<file path="src/design/zhx_pkg.sv">
package zhx_pkg;

	// one data word, also one memory address
	typedef logic [15:0] word_t;

	typedef logic [2:0] reg_addr_t;

	// values not listed here decode as nop
	typedef enum logic [3:0] {
		OP_NOP  = 4'd0,
		OP_ALU  = 4'd1,
		OP_ADDI = 4'd2,
		OP_LW   = 4'd3,
		OP_SW   = 4'd4,
		OP_BEQZ = 4'd5,
		OP_BNEZ = 4'd6
	} opcode_t;

	typedef enum logic [2:0] {
		FN_ADD = 3'd0,
		FN_SUB = 3'd1,
		FN_AND = 3'd2,
		FN_OR  = 3'd3,
		FN_XOR = 3'd4,
		FN_SLT = 3'd5,
		FN_SLL = 3'd6,
		FN_SRL = 3'd7
	} alu_fn_t;

	// register-register form
	typedef struct packed {
		opcode_t   opcode;
		reg_addr_t rd;
		reg_addr_t rs;
		reg_addr_t rt;
		alu_fn_t   fn;
	} inst_r_t;

	// immediate form, imm is two's complement
	typedef struct packed {
		opcode_t          opcode;
		reg_addr_t        rd;
		reg_addr_t        rs;
		logic signed [5:0] imm;
	} inst_i_t;

	typedef union packed {
		inst_r_t r;
		inst_i_t i;
	} inst_t;

	// all-zero word is OP_NOP
	localparam word_t NOP_WORD = 16'h0000;

	function automatic word_t sext6(input logic [5:0] v);
		return {{10{v[5]}}, v};
	endfunction

endpackage

</file>
<file path="src/design/alu.sv">
`timescale 1ns/1ps

module alu (
	input zhx_pkg::alu_fn_t fn,
	input zhx_pkg::word_t a,
	input zhx_pkg::word_t b,
	output zhx_pkg::word_t y
);
	import zhx_pkg::*;

	logic [3:0] shamt;

	// shifts use only the low four bits
	assign shamt = b[3:0];

	always_comb begin
		case (fn)
			FN_ADD: y = a + b;
			FN_SUB: y = a - b;
			FN_AND: y = a & b;
			FN_OR: y = a | b;
			FN_XOR: y = a ^ b;
			// signed compare
			FN_SLT: y = ($signed(a) < $signed(b)) ? 16'd1 : 16'd0;
			FN_SLL: y = a << shamt;
			FN_SRL: y = a >> shamt;
			default: y = '0;
		endcase
	end

endmodule

</file>
<file path="src/design/decoder.sv">
`timescale 1ns/1ps

module decoder (
	input logic clk,
	input logic rst_n,
	input logic hold,
	input zhx_pkg::word_t id_pc,
	input zhx_pkg::word_t id_inst,
	output zhx_pkg::reg_addr_t raddr1,
	output zhx_pkg::reg_addr_t raddr2,
	input zhx_pkg::word_t rdata1,
	input zhx_pkg::word_t rdata2,
	input logic fwd_we,
	input zhx_pkg::reg_addr_t fwd_addr,
	input zhx_pkg::word_t fwd_data,
	output logic redirect,
	output zhx_pkg::word_t redirect_pc,
	output zhx_pkg::alu_fn_t ex_fn,
	output zhx_pkg::word_t ex_op1,
	output zhx_pkg::word_t ex_op2,
	output zhx_pkg::word_t ex_store,
	output zhx_pkg::reg_addr_t ex_rd,
	output logic ex_we,
	output logic ex_load,
	output logic ex_storeop
);
	import zhx_pkg::*;

	inst_t inst;
	opcode_t op;
	word_t imm;
	word_t val_a;
	word_t val_b;
	logic taken;

	alu_fn_t nx_fn;
	word_t nx_op2;
	logic nx_we;
	logic nx_load;
	logic nx_store;

	assign inst = id_inst;
	assign op = inst.r.opcode;
	assign imm = sext6(inst.i.imm);

	// rs sits in the same place in both forms, second port reads rt or rd
	assign raddr1 = inst.r.rs;
	assign raddr2 = (op == OP_ALU) ? inst.r.rt : inst.r.rd;

	// newest value comes from the instruction in execute
	assign val_a = (fwd_we && fwd_addr == raddr1) ? fwd_data : rdata1;
	assign val_b = (fwd_we && fwd_addr == raddr2) ? fwd_data : rdata2;

	// branches test rd, resolved here
	always_comb begin
		case (op)
			OP_BEQZ: taken = (val_b == '0);
			OP_BNEZ: taken = (val_b != '0);
			default: taken = 1'b0;
		endcase
	end

	assign redirect = taken && !hold;
	assign redirect_pc = id_pc + 16'd1 + imm;

	always_comb begin
		nx_fn = FN_ADD;
		nx_op2 = imm;
		nx_we = 1'b0;
		nx_load = 1'b0;
		nx_store = 1'b0;
		case (op)
			OP_ALU: begin
				nx_fn = inst.r.fn;
				nx_op2 = val_b;
				nx_we = 1'b1;
			end
			OP_ADDI: nx_we = 1'b1;
			OP_LW: begin
				nx_we = 1'b1;
				nx_load = 1'b1;
			end
			OP_SW: nx_store = 1'b1;
			// nop, branches and unknown opcodes issue a bubble
			default: ;
		endcase
	end

	// id/exe register, control part
	always_ff @(posedge clk or negedge rst_n) begin
		if (!rst_n) begin
			ex_we <= 1'b0;
			ex_load <= 1'b0;
			ex_storeop <= 1'b0;
		end else if (!hold) begin
			ex_we <= nx_we && (inst.r.rd != 3'd0);
			ex_load <= nx_load;
			ex_storeop <= nx_store;
		end
	end

	// operands and destination
	always_ff @(posedge clk) begin
		if (!hold) begin
			ex_fn <= nx_fn;
			ex_op1 <= val_a;
			ex_op2 <= nx_op2;
			ex_store <= val_b;
			ex_rd <= inst.r.rd;
		end
	end

endmodule

</file>
<file path="src/design/fetch_unit.sv">
`timescale 1ns/1ps

module fetch_unit #(
	parameter zhx_pkg::word_t RESET_PC = 16'h0000
) (
	input logic clk,
	input logic rst_n,
	input logic hold,
	input logic redirect,
	input zhx_pkg::word_t redirect_pc,
	input zhx_pkg::word_t inst_data,
	output zhx_pkg::word_t inst_addr,
	output zhx_pkg::word_t id_pc,
	output zhx_pkg::word_t id_inst
);
	import zhx_pkg::*;

	word_t pc;

	// instruction memory answers in the same cycle
	assign inst_addr = pc;

	// program counter
	always_ff @(posedge clk or negedge rst_n) begin
		if (!rst_n) begin
			pc <= RESET_PC;
		end else if (!hold) begin
			if (redirect)
				pc <= redirect_pc;
			else
				pc <= pc + 16'd1;
		end
	end

	// if/id register, a taken branch squashes the word fetched behind it
	always_ff @(posedge clk or negedge rst_n) begin
		if (!rst_n) begin
			id_inst <= NOP_WORD;
		end else if (!hold) begin
			if (redirect)
				id_inst <= NOP_WORD;
			else
				id_inst <= inst_data;
		end
	end

	always_ff @(posedge clk) begin
		if (!hold)
			id_pc <= pc;
	end

endmodule

</file>
<file path="src/design/mem_ctrl.sv">
`timescale 1ns/1ps

module mem_ctrl (
	input logic clk,
	input logic rst_n,
	input logic load,
	input logic store,
	input zhx_pkg::word_t addr,
	input zhx_pkg::word_t wdata,
	output logic hold,
	output logic done,
	output zhx_pkg::word_t rdata,
	output logic mem_req,
	output logic mem_we,
	output zhx_pkg::word_t mem_addr,
	output zhx_pkg::word_t mem_wdata,
	input logic mem_ack,
	input zhx_pkg::word_t mem_rdata
);
	import zhx_pkg::*;

	localparam logic [1:0] ST_IDLE = 2'd0;
	localparam logic [1:0] ST_REQ = 2'd1;
	localparam logic [1:0] ST_REL = 2'd2;
	localparam logic [1:0] ST_DONE = 2'd3;

	logic [1:0] state;
	logic access;

	assign access = load || store;

	// four-phase handshake
	always_ff @(posedge clk or negedge rst_n) begin
		if (!rst_n) begin
			state <= ST_IDLE;
			mem_we <= 1'b0;
		end else begin
			case (state)
				ST_IDLE: begin
					mem_we <= store;
					// never raise req over a stale ack
					if (access && !mem_ack)
						state <= ST_REQ;
				end
				ST_REQ: if (mem_ack) state <= ST_REL;
				ST_REL: if (!mem_ack) state <= ST_DONE;
				default: state <= ST_IDLE;
			endcase
		end
	end

	always_ff @(posedge clk) begin
		if (state == ST_IDLE) begin
			mem_addr <= addr;
			mem_wdata <= wdata;
		end
		// read data valid on the first edge with ack high
		if (state == ST_REQ && mem_ack)
			rdata <= mem_rdata;
	end

	assign mem_req = (state == ST_REQ);
	assign done = (state == ST_DONE);
	// pipeline stalls until the ack has fallen again
	assign hold = access && (state != ST_DONE);

endmodule

</file>
<file path="src/design/register_file.sv">
`timescale 1ns/1ps

module register_file (
	input logic clk,
	input logic rst_n,
	input logic we,
	input zhx_pkg::reg_addr_t waddr,
	input zhx_pkg::word_t wdata,
	input zhx_pkg::reg_addr_t raddr1,
	input zhx_pkg::reg_addr_t raddr2,
	output zhx_pkg::word_t rdata1,
	output zhx_pkg::word_t rdata2
);
	import zhx_pkg::*;

	word_t regs [8];
	logic wr_ok;

	// r0 never takes a write
	assign wr_ok = we && (waddr != 3'd0);

	always_ff @(posedge clk or negedge rst_n) begin
		if (!rst_n) begin
			for (int k = 0; k < 8; k++)
				regs[k] <= '0;
		end else if (wr_ok) begin
			regs[waddr] <= wdata;
		end
	end

	// bypass the value being written this cycle
	assign rdata1 = (wr_ok && waddr == raddr1) ? wdata : regs[raddr1];
	assign rdata2 = (wr_ok && waddr == raddr2) ? wdata : regs[raddr2];

endmodule

</file>
<file path="src/design/zhxpu.sv">
`timescale 1ns/1ps

module zhxpu #(
	parameter zhx_pkg::word_t RESET_PC = 16'h0000
) (
	input logic clk,
	input logic rst_n,
	output zhx_pkg::word_t inst_addr,
	input zhx_pkg::word_t inst_data,
	output logic mem_req,
	output logic mem_we,
	output zhx_pkg::word_t mem_addr,
	output zhx_pkg::word_t mem_wdata,
	input logic mem_ack,
	input zhx_pkg::word_t mem_rdata
);
	import zhx_pkg::*;

	logic hold;
	logic redirect;
	word_t redirect_pc;
	word_t id_pc;
	word_t id_inst;

	reg_addr_t raddr1;
	reg_addr_t raddr2;
	word_t rdata1;
	word_t rdata2;

	alu_fn_t ex_fn;
	word_t ex_op1;
	word_t ex_op2;
	word_t ex_store;
	reg_addr_t ex_rd;
	logic ex_we;
	logic ex_load;
	logic ex_storeop;
	word_t alu_y;

	logic mem_done;
	word_t load_data;
	word_t ex_result;
	logic fwd_we;

	logic wb_we;
	reg_addr_t wb_rd;
	word_t wb_data;

	fetch_unit #(.RESET_PC(RESET_PC)) __fetch_unit (
		.clk(clk),
		.rst_n(rst_n),
		.hold(hold),
		.redirect(redirect),
		.redirect_pc(redirect_pc),
		.inst_data(inst_data),
		.inst_addr(inst_addr),
		.id_pc(id_pc),
		.id_inst(id_inst)
	);

	register_file __register_file (
		.clk(clk),
		.rst_n(rst_n),
		.we(wb_we),
		.waddr(wb_rd),
		.wdata(wb_data),
		.raddr1(raddr1),
		.raddr2(raddr2),
		.rdata1(rdata1),
		.rdata2(rdata2)
	);

	decoder __decoder (
		.clk(clk),
		.rst_n(rst_n),
		.hold(hold),
		.id_pc(id_pc),
		.id_inst(id_inst),
		.raddr1(raddr1),
		.raddr2(raddr2),
		.rdata1(rdata1),
		.rdata2(rdata2),
		.fwd_we(fwd_we),
		.fwd_addr(ex_rd),
		.fwd_data(ex_result),
		.redirect(redirect),
		.redirect_pc(redirect_pc),
		.ex_fn(ex_fn),
		.ex_op1(ex_op1),
		.ex_op2(ex_op2),
		.ex_store(ex_store),
		.ex_rd(ex_rd),
		.ex_we(ex_we),
		.ex_load(ex_load),
		.ex_storeop(ex_storeop)
	);

	alu __alu (
		.fn(ex_fn),
		.a(ex_op1),
		.b(ex_op2),
		.y(alu_y)
	);

	mem_ctrl __mem_ctrl (
		.clk(clk),
		.rst_n(rst_n),
		.load(ex_load),
		.store(ex_storeop),
		.addr(alu_y),
		.wdata(ex_store),
		.hold(hold),
		.done(mem_done),
		.rdata(load_data),
		.mem_req(mem_req),
		.mem_we(mem_we),
		.mem_addr(mem_addr),
		.mem_wdata(mem_wdata),
		.mem_ack(mem_ack),
		.mem_rdata(mem_rdata)
	);

	// execute result, also the forwarding source
	assign ex_result = ex_load ? load_data : alu_y;
	// load data only counts once the handshake is done
	assign fwd_we = ex_we && (!ex_load || mem_done);

	// exe/wb register
	always_ff @(posedge clk or negedge rst_n) begin
		if (!rst_n)
			wb_we <= 1'b0;
		else if (!hold)
			wb_we <= ex_we;
	end

	always_ff @(posedge clk) begin
		if (!hold) begin
			wb_rd <= ex_rd;
			wb_data <= ex_result;
		end
	end

endmodule

</file>
<file path="config.mk">
export PLATFORM = sky130hd
export DESIGN_NAME = zhxpu
export DESIGN_NICKNAME = d
export VERILOG_FILES = /design/src/design/zhx_pkg.sv /design/src/design/alu.sv /design/src/design/decoder.sv /design/src/design/fetch_unit.sv /design/src/design/mem_ctrl.sv /design/src/design/register_file.sv /design/src/design/zhxpu.sv
export SDC_FILE = /design/constraint.sdc
export NUM_CORES = 1
export LEC_CHECK = 0
export BUFFER_PORTS_ARGS = -buffer_cell sky130_fd_sc_hd__clkbuf_2
export CORE_MARGIN = 3
export CORE_UTILIZATION = 33
export CTS_CLUSTER_DIAMETER = 50
export DETAILED_ROUTE_END_ITERATION = 10
export GPL_TIMING_DRIVEN = 0
export PLACE_DENSITY = 0.6
export SLEW_MARGIN = 20
export SYNTH_ARGS = -nofsm -noshare
export SYNTH_HDL_FRONTEND = slang
export SYNTH_HIERARCHICAL = 1
export SYNTH_SLANG_ARGS = --single-unit
</file>
<file path="constraint.sdc">
create_clock -name clk -period 12.25 [get_ports clk]
set_input_delay 2.45 -clock clk [delete_from_list [all_inputs] [get_ports clk]]
set_output_delay 2.45 -clock clk [all_outputs]
set_load 0.02 [all_outputs]
</file>
==> reports/qor.yml <==
outcome:
  status: "completed"
route:
  wire_per_inst_um: 23.3
  routed_via_density: 5.55
  drt_iter0_markers: 1035
  remaining_drc_errors: 0
  antenna_left: 0
  firstDrtPassIters: 5
  via_count: 13683
  finalWirelength_um: 57500
worst_setup_path:
  r2r_cells: 18
  ff2ff_setup_slack_ps: 5320
  cp.arrival_ps: 7350
  required_ps: 12680
  r2r-start: "__decoder/ex_op2[1]"
  r2r-end: "__fetch_unit/inst_addr[0]"
  path_class: "flop to flop"
  crit_path_end_kind: "flop"
  path_max_fanout: 12
  crit_path_start_kind: "flop"
grt:
  grt_use_total: 0.189
  grt_remaining_overflow: 0
  antenna_found_initial: 0
  grt_pass1_wl_um: 86600
  grt_start_max_net_pins: 90
  grt_pass1_vias: 13738
timing:
  finalSetupViolations: 0
  slew_violations: 0
  slew-limit-headroom: 0.293
  finClkSkew_ps: 19.1
  fin_crit_ps: 6930
  fin_crit_sh: 0.565
  fmax_ghz: 0.144
  final_hold_viol_count: 0
  tns_ps: 0
  tightest_slew_ps: 1050
  rsz0062_at_grt: "no"
cts:
  clk-insertion-delay-late_ps: 560
  cts_buffer_depth: 3
  cts_hold_buf: 0
  clkSinkCount: 304
  clockRootBuffer: "clkbuf_16"
  post_cts_resized: 0
  postCtsSetupRepairBufs: 0
  h-tree-depth: 2
  clk_pin_slew_ps: 60
  cts_tree: "done"
  cts_made_buffers: 40
synthesis:
  synth.avg_cell_area_um2: 12.3
  synth_nets: 1654
  synth_enable_flop_cells: 137
  syn-cell-area_mm2: 0.0190
  synth_async_sr_flop_share: 0.549
  synthCells: 1547
  synth-warning-count: 6
  ys_seq_area_frac: 0.437
  ys_types: 93
  synth_seq_cells: 304
  ys.flop_type: "dfrtp_1"
run:
  drv_cap: 0
placement:
  port_buffers: 84
  globalplace.congestion: 0.935
  hpwlAfterDp_um: 42600
hold_path:
  min_from: "__decoder/ex_store[12]"
  holdPathEnd: "__mem_ctrl/mem_wdata[12]"
  hold_class: "flop to flop"
  hold_path_depth: 0
finish:
  layout_common_cells: "234 x mux2_2, 167 x dfrtp_1, 137 x edfxtp_1, 83 x nor2_1, 83 x clkbuf_2"
  final_nets: 1784
  n_antenna_cell: 0
  mostFrequentLayoutCell: "mux2_2"
  fillers: 5462
  drive_above_1_share: 0.293
  area_growth_pct: 14.9
floorplanning:
  initial_core_util: 0.335
  row_count: 87
  die_h_um: 246
  die-area_mm2: 0.0604
  design.core.area_mm2: 0.0566
  die_x_um: 246
  ios: 85
layout make-up:
class | count | area (um^2) | area share
buffer | 114 | 591 | 0.0271
clock buffer | 48 | 1100 | 0.0507
clock inverter | 26 | 240 | 0.0110
sequential | 304 | 8290 | 0.380
timing repair buffer | 88 | 524 | 0.0240
tap | 756 | 946 | 0.0434
multi-input combinational | 1057 | 9840 | 0.451
inverter | 72 | 270 | 0.0124
per-layer routing:
layer  vias up  part of all wire  global-route usage
met5         -                 0                   0
met4         0             0.032              0.0623
li1       6194                 -                   -
met3       116             0.065              0.0414
met1      6883              0.44               0.252
met2       490              0.47               0.305
metrics by stage:
stage,area (um^2),worst slack (ps),instances,hold WS [ps],util
4_1_cts,21800,5460,2465,422,0.385
6_report,21800,5320,2465,417,0.385
3_3_place_gp,20400,5510,2387,406,0.360
3_5_place_dp,20500,5480,2391,405,0.362
2_1_floorplan,19000,7480,1547,400,-
5_1_grt,21800,4970,2465,423,0.385
cells in the mapped netlist, types with 5 or more instances:
library cell,count,share of area
a211o_1,7,0.0032
a211oi_1,20,0.0079
a21o_1,8,0.0032
a21oi_1,58,0.015
a221o_1,5,0.0026
a221oi_1,5,0.0023
a22oi_1,14,0.0055
and2_1,9,0.0030
and3_1,6,0.0020
and4_1,5,0.0023
buf_1,7,0.0014
buf_2,27,0.0071
buf_4,6,0.0024
buf_6,12,0.0071
clkbuf_1,61,0.012
dfrtp_1,167,0.22
edfxtp_1,137,0.22
ha_1,69,0.045
inv_1,68,0.013
mux2_2,234,0.14
mux2_4,18,0.014
mux2i_1,31,0.016
mux4_1,51,0.071
mux4_2,23,0.027
nand2_1,62,0.012
nand2b_1,29,0.0096
nand3_1,12,0.0032
nand4_1,11,0.0036
nand4b_1,6,0.0028
nor2_1,84,0.017
nor2b_1,8,0.0026
nor3_1,25,0.0066
nor4_1,13,0.0043
o211ai_1,12,0.0047
o21a_1,7,0.0028
o21ai_0,77,0.020
o22ai_1,12,0.0040
xnor2_1,23,0.011
xor2_1,9,0.0042
flip-flops by register name (all words and copies together) (netlist names), 2 cells and up:
| signal | count |
|---|---|
| __decoder/ex_rd | 3 |
| wb_data | 16 |
| __mem_ctrl/mem_addr | 16 |
| __mem_ctrl/mem_wdata | 16 |
| __register_file/regs | 128 |
| __fetch_unit/id_pc | 16 |
| __mem_ctrl/rdata | 16 |
| __fetch_unit/id_inst | 16 |
| __decoder/ex_store | 16 |
| __fetch_unit/inst_addr | 16 |
| wb_rd | 3 |
| __decoder/ex_op2 | 16 |
| __decoder/ex_fn | 3 |
| __mem_ctrl/state | 2 |
| __decoder/ex_op1 | 16 |
worst max path at each step:
stage                            endpoint  slack [ps]  cells past startpoint                start
2_1_floorplan  __fetch_unit/inst_addr[13]        7480                     21  __decoder/ex_op2[2]
3_3_place_gp    __fetch_unit/inst_addr[0]        5510                     19  __decoder/ex_op2[1]
3_5_place_dp    __fetch_unit/inst_addr[0]        5480                     18  __decoder/ex_op2[1]
4_1_cts         __fetch_unit/inst_addr[0]        5460                     18  __decoder/ex_op2[1]
5_1_grt        __fetch_unit/inst_addr[15]        4970                     19  __decoder/ex_op2[1]
6_report        __fetch_unit/inst_addr[0]        5320                     18  __decoder/ex_op2[1]
critical path, stage by stage (launching register included):
cell and delay, ps:
edfxtp_1 660, clkinv_1 470, clkbuf_1 480, ha_1 480, o21ba_2 260, o311a_1 350, nor2_1 240, a31oi_1 210
a211oi_1 280, o2111ai_1 270, mux2_4 400, nor4_1 670, nand4_1 190, mux2i_1 400, mux2_2 240, clkbuf_1 280
clkbuf_1 440, o21ai_0 190, mux2_2 300
cells by family after synthesis:
group	count (synthesis)	share of synthesized area
compound gates	293	0.103
xor+xnor	32	0.0148
fa+ha+maj	72	0.0486
buf+inv	186	0.0453
flops	304	0.437
mux	359	0.268
simple gates	301	0.0832
Power is not shown: default switching activity piles up to over one toggle a cycle in this logic, so the estimate is an artifact.
